--- src/common/bus_cfg_pkg.sv ---
//********************************************************************
// Fixed widths and protocol constants of the bit-serial memory bus.
// Referenced by scoped name from the type package, the master, the
// slaves and the testbench.
//********************************************************************

package bus_cfg_pkg;

    // bits per memory word
    parameter int DATA_WIDTH = 32;

    // header address field
    parameter int ADDR_WIDTH = 8;

    // slave id field, id 0 is never assigned to a slave
    parameter int SID_WIDTH = 2;

    // every header opens with three ones
    parameter logic [2:0] START_CODE = 3'b111;

    // start + sid + write + burst + addr
    parameter int HDR_BITS = 3 + SID_WIDTH + 2 + ADDR_WIDTH;

endpackage

--- src/common/bus_types_pkg.sv ---
//********************************************************************
// Packed structs carried between host, master, interconnect and
// slaves. Field widths come from the bus configuration package.
//********************************************************************

package bus_types_pkg;

    // serial header, sent msb first so start goes out before sid
    typedef struct packed {
        logic [2:0]                          start;
        logic [bus_cfg_pkg::SID_WIDTH-1:0]   sid;
        logic                                write;
        logic                                burst;
        logic [bus_cfg_pkg::ADDR_WIDTH-1:0]  addr;
    } hdr_t;

    // lines driven by the master to every slave
    typedef struct packed {
        logic control;
        logic wd;
        logic valid;
        logic last;
    } bus_req_t;

    // lines driven by each slave
    typedef struct packed {
        logic rd;
        logic rd_strobe;
        logic ready;
        logic selected;
    } slave_resp_t;

    // host command, nwords runs from 1 to 16
    typedef struct packed {
        logic [bus_cfg_pkg::SID_WIDTH-1:0]   sid;
        logic [bus_cfg_pkg::ADDR_WIDTH-1:0]  addr;
        logic                                write;
        logic [4:0]                          nwords;
    } host_cmd_t;

endpackage

--- src/design/serial_deserializer.sv ---
//********************************************************************
// Collects a serial bit stream, msb first, into a typed payload.
// full pulses for one cycle once NBITS bits have been shifted in.
//********************************************************************

`timescale 1ns/1ps

module serial_deserializer #(
    parameter type payload_t = logic [31:0],
    parameter int  NBITS     = $bits(payload_t)
) (
    input  logic     clk,
    input  logic     rstN,
    input  logic     bit_in,
    input  logic     shift_en,
    input  logic     clear,
    output payload_t payload,
    output logic     full
);

    localparam int CNT_W = $clog2(NBITS + 1);

    logic [NBITS-1:0] shreg;
    logic [CNT_W-1:0] count;

    always_ff @(posedge clk or negedge rstN) begin
        if (!rstN) begin
            count <= '0;
            full  <= 1'b0;
        end else begin
            full <= 1'b0;
            // a bit arriving with clear counts as the first of a new payload
            if (clear) begin
                count <= shift_en ? CNT_W'(1) : '0;
            end else if (shift_en) begin
                if (count == CNT_W'(NBITS - 1)) begin
                    count <= '0;
                    full  <= 1'b1;
                end else begin
                    count <= count + 1'b1;
                end
            end
        end
    end

    always_ff @(posedge clk) begin
        if (shift_en) begin
            shreg <= {shreg[NBITS-2:0], bit_in};
        end
    end

    assign payload = payload_t'(shreg);

endmodule

--- src/master/serial_master.sv ---
//********************************************************************
// Bus master. Accepts one host command at a time, shifts its header
// out on control, streams write words on wd and gathers read bits
// from the selected slave into words. done marks command completion.
//********************************************************************

`timescale 1ns/1ps

module serial_master (
    input  logic                                 clk,
    input  logic                                 rstN,
    input  bus_types_pkg::host_cmd_t             host_cmd,
    input  logic                                 cmd_valid,
    input  logic [bus_cfg_pkg::DATA_WIDTH-1:0]   wdata,
    output logic                                 word_take,
    output logic [bus_cfg_pkg::DATA_WIDTH-1:0]   rdata,
    output logic                                 rdata_valid,
    output logic                                 busy,
    output logic                                 done,
    output bus_types_pkg::bus_req_t              bus,
    input  bus_types_pkg::slave_resp_t           resp
);

    localparam int DW    = bus_cfg_pkg::DATA_WIDTH;
    localparam int HB    = bus_cfg_pkg::HDR_BITS;
    localparam int CNT_W = $clog2(DW);

    typedef enum logic [1:0] {S_IDLE, S_HDR, S_WDATA, S_RWAIT} state_t;

    state_t                         state;
    bus_types_pkg::host_cmd_t       cmd;
    bus_types_pkg::hdr_t            hdr_next;
    logic [HB-1:0]                  hdr_sr;
    logic [DW-1:0]                  word_sr;
    logic [CNT_W-1:0]               bit_cnt;
    logic [$bits(cmd.nwords)-1:0]   word_cnt;
    logic [$bits(cmd.nwords)-1:0]   words_rx;
    logic                           accept;
    logic                           hdr_end;
    logic                           word_end;
    logic                           final_word;
    logic                           last_rx;
    logic                           rx_full;

    assign accept     = cmd_valid && (state == S_IDLE);
    assign hdr_end    = (state == S_HDR) && (bit_cnt == CNT_W'(HB - 1));
    assign word_end   = (state == S_WDATA) && (bit_cnt == CNT_W'(DW - 1));
    assign final_word = word_cnt == cmd.nwords - 1'b1;
    assign last_rx    = words_rx == cmd.nwords - 1'b1;

    // first word is taken at header end, later ones at each word end
    assign word_take = (hdr_end && cmd.write) || (word_end && !final_word);

    always_comb begin
        hdr_next.start = bus_cfg_pkg::START_CODE;
        hdr_next.sid   = host_cmd.sid;
        hdr_next.write = host_cmd.write;
        hdr_next.burst = host_cmd.nwords > 5'd1;
        hdr_next.addr  = host_cmd.addr;
    end

    always_ff @(posedge clk) begin
        if (accept) begin
            cmd    <= host_cmd;
            hdr_sr <= hdr_next;
        end else if (state == S_HDR) begin
            hdr_sr <= hdr_sr << 1;
        end
        if (word_take) begin
            word_sr <= wdata;
        end else if (state == S_WDATA) begin
            word_sr <= word_sr << 1;
        end
    end

    always_ff @(posedge clk or negedge rstN) begin
        if (!rstN) begin
            state    <= S_IDLE;
            bit_cnt  <= '0;
            word_cnt <= '0;
            words_rx <= '0;
            done     <= 1'b0;
        end else begin
            done <= 1'b0;
            case (state)
                S_IDLE: begin
                    if (accept) begin
                        bit_cnt <= '0;
                        state   <= S_HDR;
                    end
                end
                S_HDR: begin
                    if (hdr_end) begin
                        bit_cnt  <= '0;
                        word_cnt <= '0;
                        words_rx <= '0;
                        state    <= cmd.write ? S_WDATA : S_RWAIT;
                    end else begin
                        bit_cnt <= bit_cnt + 1'b1;
                    end
                end
                S_WDATA: begin
                    if (word_end) begin
                        bit_cnt  <= '0;
                        word_cnt <= word_cnt + 1'b1;
                        if (final_word) begin
                            done  <= 1'b1;
                            state <= S_IDLE;
                        end
                    end else begin
                        bit_cnt <= bit_cnt + 1'b1;
                    end
                end
                S_RWAIT: begin
                    // slave paces the words, just count them
                    if (rx_full) begin
                        words_rx <= words_rx + 1'b1;
                        if (last_rx) begin
                            done  <= 1'b1;
                            state <= S_IDLE;
                        end
                    end
                end
                default: state <= S_IDLE;
            endcase
        end
    end

    serial_deserializer #(
        .payload_t (logic [DW-1:0]),
        .NBITS     (DW)
    ) u_rx_word (
        .clk      (clk),
        .rstN     (rstN),
        .bit_in   (resp.rd),
        .shift_en (resp.rd_strobe),
        .clear    (accept),
        .payload  (rdata),
        .full     (rx_full)
    );

    assign rdata_valid = rx_full;
    assign busy        = state != S_IDLE;

    assign bus.control = (state == S_HDR) & hdr_sr[HB-1];
    assign bus.wd      = (state == S_WDATA) & word_sr[DW-1];
    assign bus.valid   = state == S_WDATA;
    // write: final bit only, read: whole final word until done
    assign bus.last    = (word_end & final_word) | ((state == S_RWAIT) & last_rx);

endmodule

--- config.mk ---
export PLATFORM = sky130hd
export DESIGN_NAME = serial_master
export DESIGN_NICKNAME = d
export VERILOG_FILES = /design/src/common/bus_cfg_pkg.sv /design/src/common/bus_types_pkg.sv /design/src/design/serial_deserializer.sv /design/src/master/serial_master.sv
export SDC_FILE = /design/constraint.sdc
export NUM_CORES = 1
export LEC_CHECK = 0
export BUFFER_PORTS_ARGS = -buffer_cell sky130_fd_sc_hd__buf_2
export CORE_UTILIZATION = 45
export CTS_CLUSTER_DIAMETER = 200
export CTS_CLUSTER_SIZE = 14
export DETAILED_ROUTE_END_ITERATION = 10
export PLACE_DENSITY_LB_ADDON = 0.2
export SYNTH_ARGS = -nofsm -noshare
export SYNTH_HDL_FRONTEND = slang
export SYNTH_SLANG_ARGS = --single-unit
--- constraint.sdc ---
create_clock -name clk -period 3.5 [get_ports clk]
set_clock_uncertainty 0.1 [all_clocks]
set_input_delay 0.175 -clock clk [delete_from_list [all_inputs] [get_ports clk]]
set_output_delay 0.175 -clock clk [all_outputs]
set_load 0.01 [all_outputs]
==> flow_metrics.env, run 1 <==
export IMPL_run_status="finished, final reports clean"
export IMPL_finalSetupTns_ps=0
export IMPL_routedWlPerCell_um=14.2
export IMPL_vias_in_the_first_global_route=3183
export IMPL_critical_path_top_delay_family="buffers and inverters"
export IMPL_drive_above_1_share_pct=29.1
export IMPL_crit_path_top_delay_cell="sky130_fd_sc_hd__edfxtp_1"
export IMPL_cts_clk_slew_worst_paths_ps=100
export IMPL_cts_resized_gates=0
export IMPL_final_design_area_no_fill_sq_um=6100
export IMPL_power_density_nw_per_um2=586
export IMPL_post_synth_num_cell_types=43
export IMPL_unrepaired_setup_endpoints_after_global_routing="no"
export IMPL_total_count_of_hold_check_failures_in_the_final_report=0
export IMPL_critPathBufInv=4
export IMPL_layout_min_cycle_time_ps=3020
export IMPL_post_layout_total_power_mw=3.58
export IMPL_max_freq_mhz=331
export IMPL_ys_seq_area_share_pct=64.9
export IMPL_cts_sinks=110
export IMPL_post_syn_area_sq_um=4850
export IMPL_final_antenna_net_count=0
export IMPL_largest_net_degree_at_the_start_of_global_routing=41
export IMPL_cts_max_level=3
export IMPL_placed_cell_count=584
export IMPL_holdPathEnd="word_sr[7]$_DFFE_PP_"
export IMPL_viasPerCell=4.98
export IMPL_cts_root_buffer_cell="sky130_fd_sc_hd__clkbuf_8"
export IMPL_floorplan_core_area_sq_um=10400
export IMPL_cts_post_setup_buffers_inserted=0
export IMPL_worst_skew_pair_late_latency_ps=380
export IMPL_buffer_ports_inserted=92
export IMPL_final_setup_viol_count=0
export IMPL_yosys_register_bits=110
export IMPL_floorplan_rows=37
export IMPL_reg2reg_setup_slack_ps=660
export IMPL_tritoncts="done"
export IMPL_timing_hold_worst_class="in2reg"
export IMPL_drt_wl_total_mm=9.20
export IMPL_filler_cell_count=888
export IMPL_post_dp_cell_area_sq_um=5450
export IMPL_register_area_sq_um=3150
export IMPL_timing_final_crit_share_pct=86.2
export IMPL_setup_worst_path_start_class="register"
export IMPL_cellLeakagePower_nw=2.57
export IMPL_hold_path_startpoint="wdata[7]"
export IMPL_antenna_found_initial=0
export IMPL_critPathCaptureType="primary output"
export IMPL_cts_root_to_sink_buffers=2
export IMPL_wp_data_arrival_ps=2740
export IMPL_biggest_area_consumer_among_synthesized_cells="sky130_fd_sc_hd__edfxtp_1"
export IMPL_hold_path_depth=2
export IMPL_io_pins=95
export IMPL_cp_data_required_time_ps=3220
export IMPL_place_ws_ps=636
export IMPL_max_cap_viol_count=0
export IMPL_ys_warnings=0
export IMPL_nNetsFinal=574
export IMPL_detailedRoute_firstIterationViolations=216
export IMPL_die_height_um=106
export IMPL_via_count=3226
export IMPL_detailedRoute_firstPassIterationCount=4
export IMPL_timing_slew_headroom_pct=46.0
export IMPL_worst_slack_ps=481
export IMPL_final_util_pct=58.9
export IMPL_syn2layout_area_growth_pct=25.8
export IMPL_number_of_non_filler_instances_in_the_completed_layout=648
export IMPL_cts_inserted_buffers=9
export IMPL_synth_area_per_cell_sq_um=13.4
export IMPL_reg2regPathDepth=8
export IMPL_r2r_start="cmd[0]$_DFFE_PP_"
export IMPL_peakVddDrop_mv=0.311
export IMPL_ys_dominant_reg_cell="sky130_fd_sc_hd__edfxtp_1"
export IMPL_path_common_cell="sky130_fd_sc_hd__inv_1"
export IMPL_multiInputGateArea_sq_um=1590
export IMPL_crit_path_cell_trace="inv_1 -> ha_1 -> nor3b_1 -> xnor2_1 -> nand3_2 -> a32oi_4 -> buf_4 -> inv_1 -> buf_2"
export IMPL_worst_hold_slack_ps=14.0
export IMPL_grtUsageTotal_pct=17.8
export IMPL_diodes=0
export IMPL_globalRoute_totalOverflow=0
export IMPL_share_of_flip_flops_with_an_asynchronous_set_or_reset_after_synthesis_pct=22.7
export IMPL_initial_core_util_pct=46.8
export IMPL_design_die_area_sq_um=11200
export IMPL_synthesis_instances=363
export IMPL_crit_fanout=33
export IMPL_grt_first_pass_wirelength_mm=15.3
export IMPL_cp_slowest_stage_delay_ps=490
export IMPL_synth_enable_flop_cells=82
export IMPL_syn_num_nets=430
export IMPL_critPathKind="reg2out"
export IMPL_synth_top_cell_area_share_pct=50.7
export IMPL_maxSlewViolCount=0
export IMPL_critical_path_reg2reg_endpoint="word_sr[20]$_DFFE_PP_"
export IMPL_drc=0
export IMPL_max_slew_worst_pin_slew_ps=810
export IMPL_die_width_um=106
export IMPL_netlist_top_cells_area="sky130_fd_sc_hd__edfxtp_1 51%, sky130_fd_sc_hd__dfrtp_1 13%, sky130_fd_sc_hd__mux2_2 7.0%"
export IMPL_replace_congestion=0.787
export IMPL_dp_final_hpwl_mm=5.98
state kept, by name (all words and copies together) (netlist names):
name               count
done                   1
u_rx_word.full         1
u_rx_word.count        6
state                  2
u_rx_word.payload     32
hdr_sr                15
words_rx               5
cmd                    6
word_cnt               5
bit_cnt                5
word_sr               32
cells in the final DEF (no fill, tap or decap), drive strengths merged, types with 4 or more instances in the layout:
cell type / instances
buf: 96
edfxtp: 82
nand2: 53
dlygate4sd3: 48
mux2: 34
dfrtp: 25
nor2: 22
o21ai: 19
inv: 15
ha: 12
clkbuf: 10
xnor2: 9
xor2: 9
and3: 8
nor3: 7
nand3: 7
nand2b: 6
a21oi: 6
mux2i: 6
a221o: 4
clkinvlp: 4
report_power, final:
group	internal (mW)	switching (mW)	leakage, nW
clock network	0.263	0.439	0.0751
registers	1.78	0.136	1.15
logic	0.398	0.560	1.35
total	2.44	1.13	2.57
how the worst max path moves through the flow:
stage	from	endpoint	depth (start not counted)
global route	cmd[0]$_DFFE_PP_	word_take	9
floorplan	cmd[0]$_DFFE_PP_	word_sr[10]$_DFFE_PP_	8
finish	cmd[0]$_DFFE_PP_	word_take	9
CTS	cmd[0]$_DFFE_PP_	word_take	9
detailed placement	cmd[0]$_DFFE_PP_	word_sr[14]$_DFFE_PP_	8
global placement	cmd[0]$_DFFE_PP_	word_sr[18]$_DFFE_PP_	8
cell usage after synthesis (4+ instances only):
cell and number:
sky130_fd_sc_hd__a21oi_1 6, sky130_fd_sc_hd__a221o_1 4, sky130_fd_sc_hd__and3_1 8, sky130_fd_sc_hd__clkbuf_1 6, sky130_fd_sc_hd__dfrtp_1 25, sky130_fd_sc_hd__edfxtp_1 82, sky130_fd_sc_hd__ha_1 12, sky130_fd_sc_hd__inv_1 14
sky130_fd_sc_hd__mux2_1 4, sky130_fd_sc_hd__mux2_2 30, sky130_fd_sc_hd__mux2i_1 6, sky130_fd_sc_hd__nand2_1 53, sky130_fd_sc_hd__nand2b_1 6, sky130_fd_sc_hd__nand3_1 6, sky130_fd_sc_hd__nor2_1 22, sky130_fd_sc_hd__nor3_1 6
sky130_fd_sc_hd__o21ai_0 19, sky130_fd_sc_hd__xnor2_1 9, sky130_fd_sc_hd__xor2_1 9
metal layers:
layer  up-vias  wire length [um]  GRT usage, %
li1       1592                 -             -
met1      1555              4180          23.0
met2        65              4500          28.9
met3        14               376          4.14
met4         0               145          7.44
met5         -                 0             0
repair_timing:
item,in CTS,in global routing
endpoints found under the setup margin,0,0
hold buffers,48,0
endpoints found under the hold margin,73,0
final cells by class:
type,count,share of cell area (%)
clock buffers,10,2.09
repair buffers,144,15.9
inverters,14,0.861
well taps,136,2.79
multi-input cells,228,26.0
flip-flops and latches,110,51.6
clock inverters,6,0.779
logic make-up (layout without fill, tap and decap cells):
logic type               count (synthesis)  in the layout  synth area share, %
flip-flops                             110            110                 64.9
XOR/XNOR                                18             18                 3.25
multiplexers                            40             40                 9.13
AO/OA/AOI/OAI                           39             39                 5.75
AND/OR/NAND/NOR                        119            119                 11.5
buffers and inverters                   25            174                 2.42
adder cells (fa/ha/maj)                 12             12                 3.09
Note: power is estimated with default switching activity, not from simulation.
==> run 2, diff against run 1 <==
--- a/config.mk
+++ b/config.mk
@@ -6,7 +6,9 @@
 export NUM_CORES = 1
 export LEC_CHECK = 0
 export BUFFER_PORTS_ARGS = -buffer_cell sky130_fd_sc_hd__buf_2
+export CORE_ASPECT_RATIO = 1.4
 export CORE_UTILIZATION = 45
+export CTS_BUF_LIST = sky130_fd_sc_hd__clkbuf_8 sky130_fd_sc_hd__clkbuf_16
 export CTS_CLUSTER_DIAMETER = 200
 export CTS_CLUSTER_SIZE = 14
 export DETAILED_ROUTE_END_ITERATION = 10
==> flow_metrics.env, run 2 (synthesized netlist as in run 1, its figures left out) <==
export IMPL_detailedRoute_firstPassIterationCount=4
export IMPL_cts_root_to_sink_buffers=2
export IMPL_layout_min_cycle_time_ps=2930
export IMPL_viasPerCell=5.08
export IMPL_place_ws_ps=637
export IMPL_via_count=3141
export IMPL_total_count_of_hold_check_failures_in_the_final_report=0
export IMPL_io_pins=95
export IMPL_reg2reg_setup_slack_ps=660
export IMPL_timing_final_crit_share_pct=83.7
export IMPL_hold_path_depth=2
export IMPL_maxSlewViolCount=0
export IMPL_buffer_ports_inserted=92
export IMPL_critical_path_reg2reg_endpoint="word_sr[27]$_DFFE_PP_"
export IMPL_syn2layout_area_growth_pct=21.9
export IMPL_timing_hold_worst_class="in2reg"
export IMPL_final_design_area_no_fill_sq_um=5920
export IMPL_cts_inserted_buffers=9
export IMPL_drt_wl_total_mm=9.00
export IMPL_cp_slowest_stage_delay_ps=480
export IMPL_antenna_found_initial=0
export IMPL_cts_post_setup_buffers_inserted=0
export IMPL_unrepaired_setup_endpoints_after_global_routing="no"
export IMPL_crit_path_cell_trace="inv_1 -> ha_1 -> nor3b_1 -> xnor2_1 -> nand3_2 -> a32oi_4 -> buf_4 -> inv_1 -> buf_2"
export IMPL_routedWlPerCell_um=14.6
export IMPL_final_setup_viol_count=0
export IMPL_post_layout_total_power_mw=3.89
export IMPL_final_antenna_net_count=0
export IMPL_floorplan_core_area_sq_um=10400
export IMPL_cts_root_buffer_cell="sky130_fd_sc_hd__clkbuf_16"
export IMPL_cts_max_level=3
export IMPL_design_die_area_sq_um=11200
export IMPL_finalSetupTns_ps=0
export IMPL_cellLeakagePower_nw=2.52
export IMPL_reg2regPathDepth=8
export IMPL_final_util_pct=56.9
export IMPL_worst_skew_pair_late_latency_ps=340
export IMPL_drive_above_1_share_pct=31.5
export IMPL_dp_final_hpwl_mm=6.35
export IMPL_worst_hold_slack_ps=16.1
export IMPL_drc=0
export IMPL_max_cap_viol_count=0
export IMPL_replace_congestion=0.765
export IMPL_layout_cells_most_common="sky130_fd_sc_hd__buf_2"
export IMPL_cts_hold_buffers_added=15
export IMPL_power_density_nw_per_um2=658
export IMPL_timing_slew_headroom_pct=45.4
export IMPL_critPathBufInv=4
export IMPL_r2r_start="cmd[0]$_DFFE_PP_"
export IMPL_cp_data_required_time_ps=3220
export IMPL_hold_path_startpoint="wdata[12]"
export IMPL_grtUsageTotal_pct=16.6
export IMPL_setup_worst_path_start_class="register"
export IMPL_globalRoute_totalOverflow=0
export IMPL_peakVddDrop_mv=0.373
export IMPL_cts_sinks=110
export IMPL_critPathCaptureType="primary output"
export IMPL_nNetsFinal=542
export IMPL_diodes=0
export IMPL_critPathKind="reg2out"
export IMPL_critical_path_top_delay_family="buffers and inverters"
export IMPL_initial_core_util_pct=46.6
export IMPL_max_slew_worst_pin_slew_ps=820
export IMPL_wp_data_arrival_ps=2650
export IMPL_number_of_non_filler_instances_in_the_completed_layout=618
export IMPL_run_status="finished, final reports clean"
export IMPL_placed_cell_count=587
export IMPL_cts_clk_slew_worst_paths_ps=70
export IMPL_holdPathEnd="word_sr[12]$_DFFE_PP_"
export IMPL_detailedRoute_firstIterationViolations=137
export IMPL_grt_first_pass_wirelength_mm=14.5
export IMPL_vias_in_the_first_global_route=2994
export IMPL_floorplan_rows=44
export IMPL_cts_resized_gates=0
export IMPL_crit_path_top_delay_cell="sky130_fd_sc_hd__edfxtp_1"
export IMPL_die_width_um=89.8
export IMPL_path_common_cell="sky130_fd_sc_hd__inv_1"
export IMPL_worst_slack_ps=571
export IMPL_largest_net_degree_at_the_start_of_global_routing=34
export IMPL_worst_path_stages=9
export IMPL_tritoncts="done"
export IMPL_die_height_um=125
export IMPL_post_dp_cell_area_sq_um=5460
export IMPL_max_freq_mhz=341
export IMPL_crit_fanout=33
export IMPL_layout_cells_most_common_list="92 x sky130_fd_sc_hd__buf_2, 82 x sky130_fd_sc_hd__edfxtp_1, 53 x sky130_fd_sc_hd__nand2_1, 30 x sky130_fd_sc_hd__mux2_2, 25 x sky130_fd_sc_hd__dfrtp_1"
## run 2: changes by cell type in the layout (fill, tap and decap cells not counted)
cell and delta:
sky130_fd_sc_hd__clkinv_8 +1, sky130_fd_sc_hd__clkinv_4 -1, sky130_fd_sc_hd__inv_6 +2, sky130_fd_sc_hd__clkinvlp_4 -4
sky130_fd_sc_hd__dlygate4sd3_1 -33, sky130_fd_sc_hd__clkbuf_1 -1, sky130_fd_sc_hd__bufinv_16 +1, sky130_fd_sc_hd__clkbuf_16 +9
sky130_fd_sc_hd__clkbuf_8 -9, sky130_fd_sc_hd__buf_4 +1, sky130_fd_sc_hd__clkinv_2 +2
## run 2: per-layer routing
| metal | part of all wire [%] | vias to the layer above | GRT usage [%] |
|---|---|---|---|
| met5 | 0 | - | 0 |
| li1 | - | 1533 | - |
| met2 | 51 | 82 | 27.6 |
| met1 | 43 | 1514 | 21.2 |
| met3 | 4.4 | 12 | 3.66 |
| met4 | 1.5 | 0 | 6.36 |
## run 2: area by class of cell
class                   count  area, sq um
clock buffers               9          225
multi-input cells         228         1590
fillers                   903         4490
flip-flops and latches    110         3150
inverters                  14         52.6
well taps                 138          173
repair buffers            112          648
clock inverters             7         82.6
## run 2: worst max path at each step
stage | end | from | slack (ps)
after floorplan | word_sr[10]$_DFFE_PP_ | cmd[0]$_DFFE_PP_ | 1050
after global placement | word_sr[29]$_DFFE_PP_ | cmd[0]$_DFFE_PP_ | 680
after detailed placement | word_sr[27]$_DFFE_PP_ | cmd[0]$_DFFE_PP_ | 640
after CTS | word_take | cmd[0]$_DFFE_PP_ | 530
after global routing | word_take | cmd[0]$_DFFE_PP_ | 310
final | word_take | cmd[0]$_DFFE_PP_ | 570
## run 2: power breakdown
| part | total, mW | switching [mW] | internal (mW) |
|---|---|---|---|
| Clock | 1.04 | 0.476 | 0.567 |
| Combinational | 0.932 | 0.552 | 0.380 |
| Sequential | 1.92 | 0.136 | 1.78 |
## run 2: worst register-to-register path: stages (launching register included)
cell and delay, ps:
sky130_fd_sc_hd__edfxtp_1 480, sky130_fd_sc_hd__inv_1 90, sky130_fd_sc_hd__ha_1 210, sky130_fd_sc_hd__nor3b_1 340, sky130_fd_sc_hd__xnor2_1 180, sky130_fd_sc_hd__nand3_2 190, sky130_fd_sc_hd__a32oi_4 200, sky130_fd_sc_hd__buf_4 400
sky130_fd_sc_hd__mux2_2 410
==> run 3, diff against run 2 <==
==> constraint.sdc (replaced) <==
create_clock -name clk -period 2.6 [get_ports clk]
set_clock_uncertainty 0.1 [all_clocks]
set_input_delay 0.13 -clock clk [delete_from_list [all_inputs] [get_ports clk]]
set_output_delay 0.13 -clock clk [all_outputs]
set_load 0.01 [all_outputs]
==> flow_metrics.env, run 3 (synthesized netlist as in run 1, its figures left out) <==
export IMPL_run_status="finished, final reports clean"
export IMPL_post_dp_cell_area_sq_um=5540
export IMPL_detailedRoute_firstPassIterationCount=5
export IMPL_number_of_non_filler_instances_in_the_completed_layout=667
export IMPL_timing_slew_headroom_pct=59.9
export IMPL_holdPathEnd="hdr_sr[0]$_SDFFCE_PN0P_"
export IMPL_hold_path_depth=2
export IMPL_max_slew_worst_pin_slew_ps=601
export IMPL_comb_power_share_pct=27.0
export IMPL_critPathCaptureType="register"
export IMPL_buffer_ports_inserted=92
export IMPL_reg2regPathDepth=8
export IMPL_viasPerCell=5.08
export IMPL_antenna_found_initial=0
export IMPL_power_switching_share_pct=30.7
export IMPL_critical_path_reg2reg_endpoint="word_sr[19]$_DFFE_PP_"
export IMPL_cts_inserted_buffers=9
export IMPL_diodes=0
export IMPL_power_share_sequential_pct=48.5
export IMPL_die_width_um=89.8
export IMPL_top_layer_reached_by_signal_wires="met4"
export IMPL_cellInternalPower_mw=3.69
export IMPL_cts_root_to_sink_buffers=2
export IMPL_crit_fanout=16
export IMPL_layout_min_cycle_time_ps=2500
export IMPL_drc=0
export IMPL_grtUsageTotal_pct=18.3
export IMPL_drt_wl_total_mm=10.5
export IMPL_crit_path_cell_trace="buf_4 -> nor3b_4 -> xnor2_2 -> nand3_2 -> a32oi_4 -> buf_12 -> clkbuf_16 -> mux2_2"
export IMPL_r2r_start="cmd[2]$_DFFE_PP_"
export IMPL_multiInputGateArea_sq_um=1650
export IMPL_vias_in_the_first_global_route=3323
export IMPL_design_die_area_sq_um=11200
export IMPL_floorplan_core_area_sq_um=10400
export IMPL_cts_root_buffer_cell="sky130_fd_sc_hd__clkbuf_16"
export IMPL_die_height_um=125
export IMPL_setup_worst_path_start_class="register"
export IMPL_reg2reg_setup_slack_ps=100
export IMPL_largest_net_degree_at_the_start_of_global_routing=34
export IMPL_drive_above_1_share_pct=32.7
export IMPL_syn2layout_area_growth_pct=34.0
export IMPL_replace_congestion=0.782
export IMPL_max_freq_mhz=400
export IMPL_globalRoute_totalOverflow=0
export IMPL_cts_clk_slew_worst_paths_ps=70
export IMPL_cp_data_required_time_ps=2600
export IMPL_register_area_sq_um=3150
export IMPL_io_pins=95
export IMPL_crit_path_top_delay_cell="sky130_fd_sc_hd__edfxtp_1"
export IMPL_via_count=3389
export IMPL_routed_wl_met2_mm=5.70
export IMPL_peakVddDrop_mv=0.425
export IMPL_power_switching_mw=1.63
export IMPL_detailedRoute_firstIterationViolations=147
export IMPL_filler_cell_count=812
export IMPL_worst_skew_pair_late_latency_ps=350
export IMPL_wp_data_arrival_ps=2500
export IMPL_tritoncts="done"
export IMPL_cts_max_level=3
export IMPL_routedWlPerCell_um=15.8
export IMPL_total_count_of_hold_check_failures_in_the_final_report=0
export IMPL_floorplan_rows=44
export IMPL_hold_path_startpoint="host_cmd[6]"
export IMPL_worst_hold_slack_ps=58.7
export IMPL_post_layout_total_power_mw=5.33
export IMPL_dp_final_hpwl_mm=6.62
export IMPL_met3_wirelength_um=345
export IMPL_layout_cells_most_common="sky130_fd_sc_hd__buf_2"
export IMPL_cellLeakagePower_nw=2.78
export IMPL_cp_slowest_stage_delay_ps=490
export IMPL_timing_final_crit_share_pct=96.1
export IMPL_final_setup_viol_count=0
export IMPL_final_design_area_no_fill_sq_um=6500
export IMPL_nNetsFinal=591
export IMPL_critPathKind="reg2reg"
export IMPL_initial_core_util_pct=46.6
export IMPL_layout_cells_most_common_list="92 x sky130_fd_sc_hd__buf_2, 82 x sky130_fd_sc_hd__edfxtp_1, 53 x sky130_fd_sc_hd__nand2_1, 49 x sky130_fd_sc_hd__dlygate4sd3_1, 30 x sky130_fd_sc_hd__mux2_2"
export IMPL_grt_first_pass_wirelength_mm=15.8
export IMPL_cts_sinks=110
export IMPL_timing_hold_worst_class="in2reg"
export IMPL_placed_cell_count=595
export IMPL_max_cap_viol_count=0
export IMPL_maxSlewViolCount=0
export IMPL_pwr_share_clk_pct=24.5
export IMPL_wl_met1_mm=4.19
export IMPL_power_density_nw_per_um2=819
export IMPL_final_antenna_net_count=0
## run 3: how the worst max path moves through the flow
stage	startpoint	end	slack, ps	cells past startpoint
5_1_grt	cmd[0]$_DFFE_PP_	word_take	-10	10
3_3_place_gp	cmd[1]$_DFFE_PP_	word_sr[29]$_DFFE_PP_	130	8
6_report	cmd[2]$_DFFE_PP_	word_sr[19]$_DFFE_PP_	100	8
4_1_cts	cmd[1]$_DFFE_PP_	word_take	20	9
2_1_floorplan	cmd[0]$_DFFE_PP_	word_sr[10]$_DFFE_PP_	150	8
3_5_place_dp	cmd[1]$_DFFE_PP_	word_sr[27]$_DFFE_PP_	80	8
## run 3: worst max-delay path, delay by kind of cell (launching register included)
kind                      cells  cell delay [ps]
xor gates and xnor gates      1              150
DFF                           1              490
AOI/OAI and AO/OA             1              240
buffers and inverters         3              540
muxes                         1              330
and+or+nand+nor               2              400
## run 3: cell type report
type / instances / area share [%]
flip-flops and latches: 110 / 48.4
multi-input cells: 228 / 25.4
repair buffers: 161 / 18.4
clock buffers: 9 / 3.46
well taps: 138 / 2.66
clock inverters: 7 / 0.847
inverters: 14 / 0.808
## run 3: power groups by stage
stage                     clock (mW)  combinational, mW  sequential [mW]
final                           1.31               1.44             2.58
after detailed placement           0               1.32             2.61
after CTS                       1.34               1.39             2.58
after floorplan                    0              0.883             2.58
after global routing            1.40               1.59             2.62
after global placement             0               1.28             2.60
## run 3: routing by layer
metal,global-route usage [%],up-vias
li1,-,1628
met1,20.9,1649
met2,32.1,93
met3,3.66,19
met4,9.26,0
met5,0,-
## run 3: timing repair
item / CTS / global route
buffers inserted: 0 / 4
setup endpoints to repair: 0 / 32
hold buffers: 49 / 0
endpoints found under the hold margin: 74 / 0
resized for setup: 0 / 12
## run 3: through the flow
step	utilization (%)	setup slack (ps)	setup TNS, ps
global route	62.5	-11.6	-28.7
floorplan	-	147	0
finish	62.5	102	0
CTS	60.7	17.3	0
detailed placement	53.3	83.8	0
global placement	53.3	131	0
